===== src/hdl/fpu_aux_defines.svh =====
/*
 * Fixed binary32 and RV32 dimensions for the auxiliary FPU.
 * Included by the package and by any module that slices float fields.
 */

`ifndef FPU_AUX_DEFINES_SVH
`define FPU_AUX_DEFINES_SVH

// Operand and result width, one RV32 register
`define FPU_AUX_DATA_W 32

// Exponent width and significand width, hidden bit included
`define FPU_AUX_EXP_W 8
`define FPU_AUX_SIG_W 24

`define FPU_AUX_BIAS 127

// Positive quiet NaN with only the top fraction bit set
`define FPU_AUX_CANON_NAN 32'h7fc0_0000

`endif

===== src/hdl/fpu_aux_pkg.sv =====
/*
 * Types shared by the auxiliary FPU and its testbench: opcodes,
 * rounding modes, exception flags and the request and response words.
 */

`include "fpu_aux_defines.svh"

package fpu_aux_pkg;

  // All eight codes are in use, so every op value is legal
  typedef enum logic [2:0] {
    eFCVT_S_W  = 3'd0,
    eFCVT_S_WU = 3'd1,
    eFMIN      = 3'd2,
    eFMAX      = 3'd3,
    eFSGNJ     = 3'd4,
    eFSGNJN    = 3'd5,
    eFSGNJX    = 3'd6,
    eFMV_W_X   = 3'd7
  } fpu_float_op_e;

  // RISC-V frm encoding; codes 5 to 7 are reserved
  typedef enum logic [2:0] {
    eRNE = 3'd0,
    eRTZ = 3'd1,
    eRDN = 3'd2,
    eRUP = 3'd3,
    eRMM = 3'd4
  } frm_e;

  typedef struct packed {
    logic invalid;
    logic div_zero;
    logic overflow;
    logic underflow;
    logic inexact;
  } fflags_s;

  typedef struct packed {
    fpu_float_op_e              op;
    frm_e                       rm;
    logic [`FPU_AUX_DATA_W-1:0] rs1;
    logic [`FPU_AUX_DATA_W-1:0] rs2;
  } fpu_aux_req_s;

  typedef struct packed {
    logic [`FPU_AUX_DATA_W-1:0] result;
    fflags_s                    fflags;
  } fpu_aux_resp_s;

endpackage


===== src/hdl/fpu_aux_top.sv =====
/*
 * Auxiliary FPU with a two-stage valid/ready pipeline. Requests are
 * registered in stage 1, evaluated, and the response is registered in
 * stage 2, giving two cycles of latency and one result per cycle.
 */

`timescale 1ns/1ps

module fpu_aux_top
  import fpu_aux_pkg::*;
(
  input  logic          clk_i,
  input  logic          arst_n_i,

  input  logic          in_v_i,
  input  fpu_aux_req_s  in_req_i,
  output logic          in_ready_o,

  output logic          out_v_o,
  output fpu_aux_resp_s out_resp_o,
  input  logic          out_ready_i
);

  logic          s1_v;
  fpu_aux_req_s  s1_req;
  logic          s2_v;
  fpu_aux_resp_s s2_resp;

  logic          s2_load;
  logic          s1_adv;
  logic          in_fire;
  fpu_aux_resp_s core_resp;

  // Stage 2 takes a new item when empty or when its current one leaves
  assign s2_load = ~s2_v | out_ready_i;
  assign s1_adv  = s1_v & s2_load;

  assign in_ready_o = ~s1_v | s2_load;
  assign in_fire    = in_v_i & in_ready_o;

  always_ff @(posedge clk_i or negedge arst_n_i) begin
    if (!arst_n_i) begin
      s1_v <= 1'b0;
    end else if (in_ready_o) begin
      s1_v <= in_v_i;
    end
  end

  always_ff @(posedge clk_i) begin
    if (in_fire) begin
      s1_req <= in_req_i;
    end
  end

  fpu_float_aux u_fpu_float_aux (
    .req_i  (s1_req),
    .resp_o (core_resp)
  );

  // An empty stage 1 moving forward leaves stage 2 empty as well
  always_ff @(posedge clk_i or negedge arst_n_i) begin
    if (!arst_n_i) begin
      s2_v <= 1'b0;
    end else if (s2_load) begin
      s2_v <= s1_v;
    end
  end

  always_ff @(posedge clk_i) begin
    if (s1_adv) begin
      s2_resp <= core_resp;
    end
  end

  assign out_v_o    = s2_v;
  assign out_resp_o = s2_resp;

endmodule


===== src/hdl/fpu_float_aux.sv =====
/*
 * Combinational core of the auxiliary FPU. Decodes the op, runs the
 * converter and min/max units, does sign injection and FMV.W.X itself
 * and selects the response.
 */

`timescale 1ns/1ps

`include "fpu_aux_defines.svh"

module fpu_float_aux
  import fpu_aux_pkg::*;
(
  input  fpu_aux_req_s  req_i,
  output fpu_aux_resp_s resp_o
);

  logic is_fcvt_s_w;
  logic is_fmin;

  logic [`FPU_AUX_DATA_W-1:0] i2f_result;
  fflags_s                    i2f_fflags;

  logic [`FPU_AUX_DATA_W-1:0] minmax_result;
  logic                       minmax_invalid;

  logic [`FPU_AUX_DATA_W-1:0] sgnj_result;
  logic                       rs1_sign;
  logic                       rs2_sign;

  assign is_fcvt_s_w = (req_i.op == eFCVT_S_W);
  assign is_fmin     = (req_i.op == eFMIN);

  fpu_i2f u_i2f (
    .int_i    (req_i.rs1),
    .signed_i (is_fcvt_s_w),
    .rm_i     (req_i.rm),
    .result_o (i2f_result),
    .fflags_o (i2f_fflags)
  );

  fpu_fmin_fmax u_fmin_fmax (
    .rs1_i         (req_i.rs1),
    .rs2_i         (req_i.rs2),
    .min_not_max_i (is_fmin),
    .result_o      (minmax_result),
    .invalid_o     (minmax_invalid)
  );

  assign rs1_sign = req_i.rs1[`FPU_AUX_DATA_W-1];
  assign rs2_sign = req_i.rs2[`FPU_AUX_DATA_W-1];

  // Magnitude always comes from rs1; FMV.W.X keeps rs1's own sign
  always_comb begin
    sgnj_result = req_i.rs1;
    case (req_i.op)
      eFSGNJ: begin
        sgnj_result[`FPU_AUX_DATA_W-1] = rs2_sign;
      end
      eFSGNJN: begin
        sgnj_result[`FPU_AUX_DATA_W-1] = ~rs2_sign;
      end
      eFSGNJX: begin
        sgnj_result[`FPU_AUX_DATA_W-1] = rs1_sign ^ rs2_sign;
      end
      default: begin
        sgnj_result[`FPU_AUX_DATA_W-1] = rs1_sign;
      end
    endcase
  end

  always_comb begin
    case (req_i.op)
      eFMIN, eFMAX: begin
        resp_o.result = minmax_result;
        resp_o.fflags = '{
          invalid:   minmax_invalid,
          div_zero:  1'b0,
          overflow:  1'b0,
          underflow: 1'b0,
          inexact:   1'b0
        };
      end
      eFCVT_S_W, eFCVT_S_WU: begin
        resp_o.result = i2f_result;
        resp_o.fflags = i2f_fflags;
      end
      // Sign injection and FMV.W.X never raise a flag
      default: begin
        resp_o.result = sgnj_result;
        resp_o.fflags = '0;
      end
    endcase
  end

endmodule


===== src/hdl/fpu_fmin_fmax.sv =====
/*
 * Combinational FMIN and FMAX on binary32 operands, following the
 * RISC-V rules for NaNs and for -0 against +0.
 */

`timescale 1ns/1ps

`include "fpu_aux_defines.svh"

module fpu_fmin_fmax (
  input  logic [`FPU_AUX_DATA_W-1:0] rs1_i,
  input  logic [`FPU_AUX_DATA_W-1:0] rs2_i,
  input  logic                       min_not_max_i,
  output logic [`FPU_AUX_DATA_W-1:0] result_o,
  output logic                       invalid_o
);

  logic a_nan;
  logic b_nan;
  logic a_snan;
  logic b_snan;
  logic a_sign;
  logic b_sign;
  logic a_lt_b;
  logic [`FPU_AUX_DATA_W-2:0] a_mag;
  logic [`FPU_AUX_DATA_W-2:0] b_mag;

  assign a_sign = rs1_i[`FPU_AUX_DATA_W-1];
  assign b_sign = rs2_i[`FPU_AUX_DATA_W-1];
  assign a_mag  = rs1_i[`FPU_AUX_DATA_W-2:0];
  assign b_mag  = rs2_i[`FPU_AUX_DATA_W-2:0];

  assign a_nan = (&rs1_i[`FPU_AUX_DATA_W-2 -: `FPU_AUX_EXP_W]) &
                 (|rs1_i[`FPU_AUX_SIG_W-2:0]);
  assign b_nan = (&rs2_i[`FPU_AUX_DATA_W-2 -: `FPU_AUX_EXP_W]) &
                 (|rs2_i[`FPU_AUX_SIG_W-2:0]);

  // Signaling when the quiet bit is clear
  assign a_snan = a_nan & ~rs1_i[`FPU_AUX_SIG_W-2];
  assign b_snan = b_nan & ~rs2_i[`FPU_AUX_SIG_W-2];

  // Sign-magnitude order, so -0 sorts below +0
  always_comb begin
    if (a_sign != b_sign) begin
      a_lt_b = a_sign;
    end else if (a_sign) begin
      a_lt_b = a_mag > b_mag;
    end else begin
      a_lt_b = a_mag < b_mag;
    end
  end

  always_comb begin
    if (a_nan & b_nan) begin
      result_o = `FPU_AUX_CANON_NAN;
    end else if (a_nan) begin
      result_o = rs2_i;
    end else if (b_nan) begin
      result_o = rs1_i;
    end else if (min_not_max_i) begin
      result_o = a_lt_b ? rs1_i : rs2_i;
    end else begin
      result_o = a_lt_b ? rs2_i : rs1_i;
    end
  end

  assign invalid_o = a_snan | b_snan;

endmodule


===== src/hdl/fpu_i2f.sv =====
/*
 * Combinational 32-bit integer to binary32 conversion for FCVT.S.W and
 * FCVT.S.WU. Rounds by the RISC-V mode and reports inexact.
 */

`timescale 1ns/1ps

`include "fpu_aux_defines.svh"

module fpu_i2f
  import fpu_aux_pkg::*;
(
  input  logic [`FPU_AUX_DATA_W-1:0] int_i,
  input  logic                       signed_i,
  input  frm_e                       rm_i,
  output logic [`FPU_AUX_DATA_W-1:0] result_o,
  output fflags_s                    fflags_o
);

  localparam logic [`FPU_AUX_EXP_W-1:0] bias_lp = `FPU_AUX_BIAS;

  logic                       neg;
  logic [`FPU_AUX_DATA_W-1:0] mag;
  logic [4:0]                 msb;
  logic [`FPU_AUX_DATA_W-1:0] norm;
  logic [`FPU_AUX_SIG_W-1:0]  sig;
  logic                       guard;
  logic                       sticky;
  logic                       round_up;
  logic [`FPU_AUX_SIG_W:0]    sig_rnd;
  logic                       carry;
  logic [`FPU_AUX_EXP_W-1:0]  exp_raw;
  logic [`FPU_AUX_EXP_W-1:0]  exp_rnd;
  logic [`FPU_AUX_SIG_W-2:0]  frac;
  logic                       is_zero;

  // The most negative integer negates to itself, which is the right magnitude
  assign neg     = signed_i & int_i[`FPU_AUX_DATA_W-1];
  assign mag     = neg ? (~int_i + 1'b1) : int_i;
  assign is_zero = (mag == '0);

  // Priority encoder, highest set bit wins
  always_comb begin
    msb = '0;
    for (int i = 0; i < `FPU_AUX_DATA_W; i++) begin
      if (mag[i]) begin
        msb = 5'(i);
      end
    end
  end

  // Leading one lands on the top bit; what falls below the significand
  // becomes guard and sticky
  assign norm   = mag << (5'd31 - msb);
  assign sig    = norm[`FPU_AUX_DATA_W-1 -: `FPU_AUX_SIG_W];
  assign guard  = norm[`FPU_AUX_DATA_W-`FPU_AUX_SIG_W-1];
  assign sticky = |norm[`FPU_AUX_DATA_W-`FPU_AUX_SIG_W-2:0];

  always_comb begin
    case (rm_i)
      eRTZ: begin
        round_up = 1'b0;
      end
      eRDN: begin
        round_up = neg & (guard | sticky);
      end
      eRUP: begin
        round_up = ~neg & (guard | sticky);
      end
      eRMM: begin
        round_up = guard;
      end
      // RNE, and the reserved codes fall back to it
      default: begin
        round_up = guard & (sticky | sig[0]);
      end
    endcase
  end

  assign sig_rnd = {1'b0, sig} + {{`FPU_AUX_SIG_W{1'b0}}, round_up};
  assign carry   = sig_rnd[`FPU_AUX_SIG_W];
  assign exp_raw = bias_lp + {3'd0, msb};

  // A carry out of the significand bumps the exponent, fraction goes to zero
  assign exp_rnd = exp_raw + {{(`FPU_AUX_EXP_W-1){1'b0}}, carry};
  assign frac    = carry ? sig_rnd[`FPU_AUX_SIG_W-1:1] : sig_rnd[`FPU_AUX_SIG_W-2:0];

  assign result_o = is_zero ? '0 : {neg, exp_rnd, frac};

  assign fflags_o = '{
    invalid:   1'b0,
    div_zero:  1'b0,
    overflow:  1'b0,
    underflow: 1'b0,
    inexact:   guard | sticky
  };

endmodule


===== config.mk =====
export PLATFORM = sky130hd
export DESIGN_NAME = fpu_aux_top
export DESIGN_NICKNAME = d
export VERILOG_FILES = /design/src/hdl/fpu_aux_pkg.sv /design/src/hdl/fpu_aux_top.sv /design/src/hdl/fpu_float_aux.sv /design/src/hdl/fpu_fmin_fmax.sv /design/src/hdl/fpu_i2f.sv
export VERILOG_INCLUDE_DIRS = /design/src /design/src/hdl
export SDC_FILE = /design/constraint.sdc
export NUM_CORES = 1
export LEC_CHECK = 0
export BUFFER_PORTS_ARGS = -buffer_cell sky130_fd_sc_hd__buf_2
export CORE_MARGIN = 10
export CORE_UTILIZATION = 61
export CTS_CLUSTER_SIZE = 14
export DETAILED_ROUTE_END_ITERATION = 7
export GPL_ROUTABILITY_DRIVEN = 0
export PLACE_DENSITY = 0.82
export SLEW_MARGIN = 10
export SYNTH_ARGS = -nofsm -noshare
export SYNTH_HDL_FRONTEND = slang
export SYNTH_SLANG_ARGS = --single-unit

===== constraint.sdc =====
create_clock -name clk_i -period 9.6 [get_ports clk_i]
set_input_delay 0.48 -clock clk_i [delete_from_list [all_inputs] [get_ports clk_i]]
set_output_delay 0.48 -clock clk_i [all_outputs]
set_load 0.05 [all_outputs]

==> metrics.md <==
| Metric | Value |
|---|---|
| TritonCTS clock tree | `built` |
| Top_reg_cell synth | `edfxtp_1` |
| Cell Pwr Density | `139 nW/um^2` |
| Cell count after placement | `1470` |
| Die area | `22700 um^2` |
| Final Net Count | `1375` |
| Post-route worst setup slack | `0.676 ns` |
| Fmax | `112 MHz` |
| DP Worst Slack | `1.07 ns` |
| Uppermost layer routed | `met4` |
| Avg Vias per Cell | `7.29` |
| Skew-Pair Late Insertion Delay | `0.37 ns` |
| Initial antenna violation count | `1` |
| Core Box Area | `16600 um^2` |
| Net Sw Power | `636 uW` |
| Largest net degree at the start of global routing | `71` |
| Post-synth top area share | `30.0%` |
| Crit path capture type | `flop` |
| Net Sw Frac | `40.4%` |
| Power Total | `1.57 mW` |
| Sequential share of power | `38.5%` |
| Crit path arrival time | `9.04 ns` |
| Placed wire-length estimate | `27.5 mm` |
| CP max stage delay | `0.87 ns` |
| Final hold vios | `0` |
| Clk sink count | `106` |
| CTS max path bufs | `2` |
| Routed wl met2 | `15.7 mm` |
| Synth unique cells | `92` |
| TritonCTS Buffers | `9` |
| Worst slew margin | `25.0%` |
| Vias post-DR | `10846` |
| Remaining global-route overflow | `0` |
| Initial core utilization | `62.5%` |
| Min-Delay Path Class | `input pin to flop` |
| Count of final setup violators | `0` |
| Area Growth Syn to Fin | `9.02%` |
| Largest area contributor in the netlist | `edfxtp_1` |
| Synthesized area | `10400 um^2` |
| VDD IR max | `0.000121 V` |
| Post-synth EDFFs | `104` |
| Share of cells above drive strength 1 | `15.9%` |
| Synth warn | `0` |
| IO buf count | `109` |
| Clock power frac | `23.4%` |
| Clk_skew | `0.0114 ns` |
| Logic gate share of total power | `38.1%` |
| #FFs+latches synth | `106` |
| Fin crit share | `93.0%` |
| WL per Instance | `24.2 um` |
| Critical path fanouts, max | `18` |
| Minimum clock period | `8.92 ns` |
| Leading post-synthesis cells by cell area | `edfxtp_1 30%, mux2i_1 4.9%, ha_1 4.6%, nor2_1 3.5%, xnor2_1 3.1%` |
| Die H | `151 um` |
| Initial DRC count | `2097` |
| Antenna-violating nets left | `0` |
| Worst path buffer plus inverter count | `5` |
| Setup TNS | `0 ns` |
| Worst Path Class, Setup | `flop to flop` |
| Worst EP required | `9.72 ns` |
| CP most frequent cell | `ha_1` |
| Ports | `113` |
| Int Pwr | `938 uW` |
| RSZ-0062 raised after global routing | `false` |
| Worst-path clk slew | `0.08 ns` |
| Final WL | `36.1 mm` |
| Worst-Margin Slew | `1.12 ns` |
| # DRC | `0` |
| Asr flop ratio synth | `1.89%` |
| Outcome | `finished, final reports clean` |
| Pins Over Slew Limit | `0` |
| Post-synthesis instance total | `1212` |
| Max Cap Violations | `0` |
| Metal3 WL | `4.95 mm` |
| Post-synthesis sequential area ratio | `30.5%` |
| Delay-heaviest family, CP | `simple AND/OR/NAND/NOR gates` |
| Crit start category | `flop` |
| Avg Cell Area, Syn | `8.58 um^2` |
| First-pass GRT wire length | `55.1 mm` |
| Drt first pass iters | `8` |
| H-tree depth | `3` |
| Die Span X | `151 um` |
| N_diodes | `0` |
| Crit path max-delay cell type | `nor4_4` |
| CTS resizes | `0` |
| Post-Route M1 WL | `13.4 mm` |
| Fin cells | `1488` |
| Root Driver | `clkbuf_16` |
| Setup Fix Bufs, Post-CTS | `0` |
| Cell row count | `47` |
| Vias in the first global route | `9899` |
| LEAKAGE | `4.21 nW` |
| GRT Total Usage | `30.7%` |
-- sequential cells by signal (all words and copies together), names as in the netlist --
name        count
out_v_o         1
s1_v            1
s1_req         70
out_resp_o     34
-- worst paths after layout --
kind | from | endpoint | slack, ns | depth (start not counted)
setup / recovery | s1_req[32] | out_resp_o[30] | 0.68 | 32
hold / removal | in_req_i[63] | s1_req[63] | 0.28 | 1
setup reg to reg | s1_req[32] | out_resp_o[30] | 0.68 | 32
hold reg to reg | s1_v | out_v_o | 0.51 | 1
max in group asynchronous | arst_n_i | out_v_o | 9.05 | 2
min in group asynchronous | arst_n_i | s1_v | 0.45 | 2
-- cell type report --
type / count / area, um^2
clock buffer: 9 / 225
clock inverter: 7 / 85.1
fill: 1315 / 5300
inverter: 58 / 218
multi-input combinational: 957 / 6650
sequential: 106 / 3170
tap: 220 / 275
timing repair buffer: 131 / 711
-- Yosys cell counts (all sizes together) (12+ instances only) --
master / n
and2: 13
a21oi: 61
edfxtp: 104
nand2b: 12
nor4: 36
nand2: 81
a31oi: 16
inv: 58
nor3: 50
mux2: 18
buf: 30
nand3: 33
nor2: 96
xnor2: 37
mux2i: 51
a211oi: 30
a22oi: 20
ha: 38
nand4: 38
clkbuf: 63
o21ai: 73
o21a: 13
or3: 14
xor2: 20
o211ai: 17
-- power by group through the flow --
stage / registers, mW / logic, mW / clock network [mW]
2_1_floorplan: 0.637 / 0.378 / 0
3_3_place_gp: 0.612 / 0.557 / 0
3_5_place_dp: 0.613 / 0.566 / 0
4_1_cts: 0.603 / 0.572 / 0.373
5_1_grt: 0.609 / 0.635 / 0.392
6_report: 0.606 / 0.599 / 0.369
-- placed cells by master (no fill, tap or decap), types with 11 or more instances in the layout --
| master | instances |
|---|---|
| o21ai_1 | 12 |
| a22oi_1 | 20 |
| nor3_1 | 48 |
| ha_1 | 38 |
| mux2i_1 | 51 |
| nand3_1 | 32 |
| a31oi_1 | 15 |
| and2_1 | 11 |
| o211ai_1 | 17 |
| inv_1 | 56 |
| o21a_1 | 13 |
| a21o_1 | 11 |
| mux2_2 | 17 |
| or3_1 | 13 |
| buf_4 | 20 |
| xor2_1 | 20 |
| a211oi_1 | 30 |
| nand4_1 | 38 |
| nor4_1 | 31 |
| a21oi_1 | 59 |
| nand2b_1 | 12 |
| xnor2_1 | 37 |
| edfxtp_1 | 104 |
| o21ai_0 | 58 |
| nand2_1 | 81 |
| nor2_1 | 96 |
| buf_2 | 109 |
-- metal layers --
layer  up-vias  track usage [%]
met5         -                0
met4         0             14.5
met3       200             10.0
met2       909             46.5
met1      4933             38.9
li1       4804                -
-- stage by stage --
| step | cell area (um^2) | hold slack, ns | utilization [%] |
|---|---|---|---|
| final | 11300 | 0.283 | 68.1 |
| after global routing | 11300 | 0.275 | 68.1 |
| after CTS | 11300 | 0.281 | 68.1 |
| after detailed placement | 11000 | 0.270 | 66.1 |
| after global placement | 11000 | 0.264 | 66.1 |
| after floorplan | 10400 | 0.184 | - |
-- cells by family (layout without fill, tap and decap cells) --
group                    count (synthesis)  count (layout)  synth area share (%)
buffers and inverters                  151             205                  5.89
adder cells (fa/ha/maj)                 38              38                  4.57
flip-flops                             106             106                  30.5
AO/OA/AOI/OAI                          361             361                  25.1
AND/OR/NAND/NOR                        428             428                  22.0
XOR/XNOR                                57              57                  4.80
other                                    1               3                0.0360
multiplexers                            70              70                  7.11
-- worst reg2reg max path, delay by kind of cell, from the launching register on --
family / cells / cell delay, ns
simple gates: 9 / 2.51
compound gates: 9 / 2.40
flops: 1 / 0.36
buf+inv: 5 / 0.94
mux: 2 / 0.55
xor+xnor: 2 / 0.54
fa+ha+maj: 5 / 1.37
-- what timing repair did --
action,in CTS,in global routing
hold buffers,1,0
endpoints found under the setup margin,0,0
endpoints found under the hold margin,2,0
(Power assumes the default switching activity.)
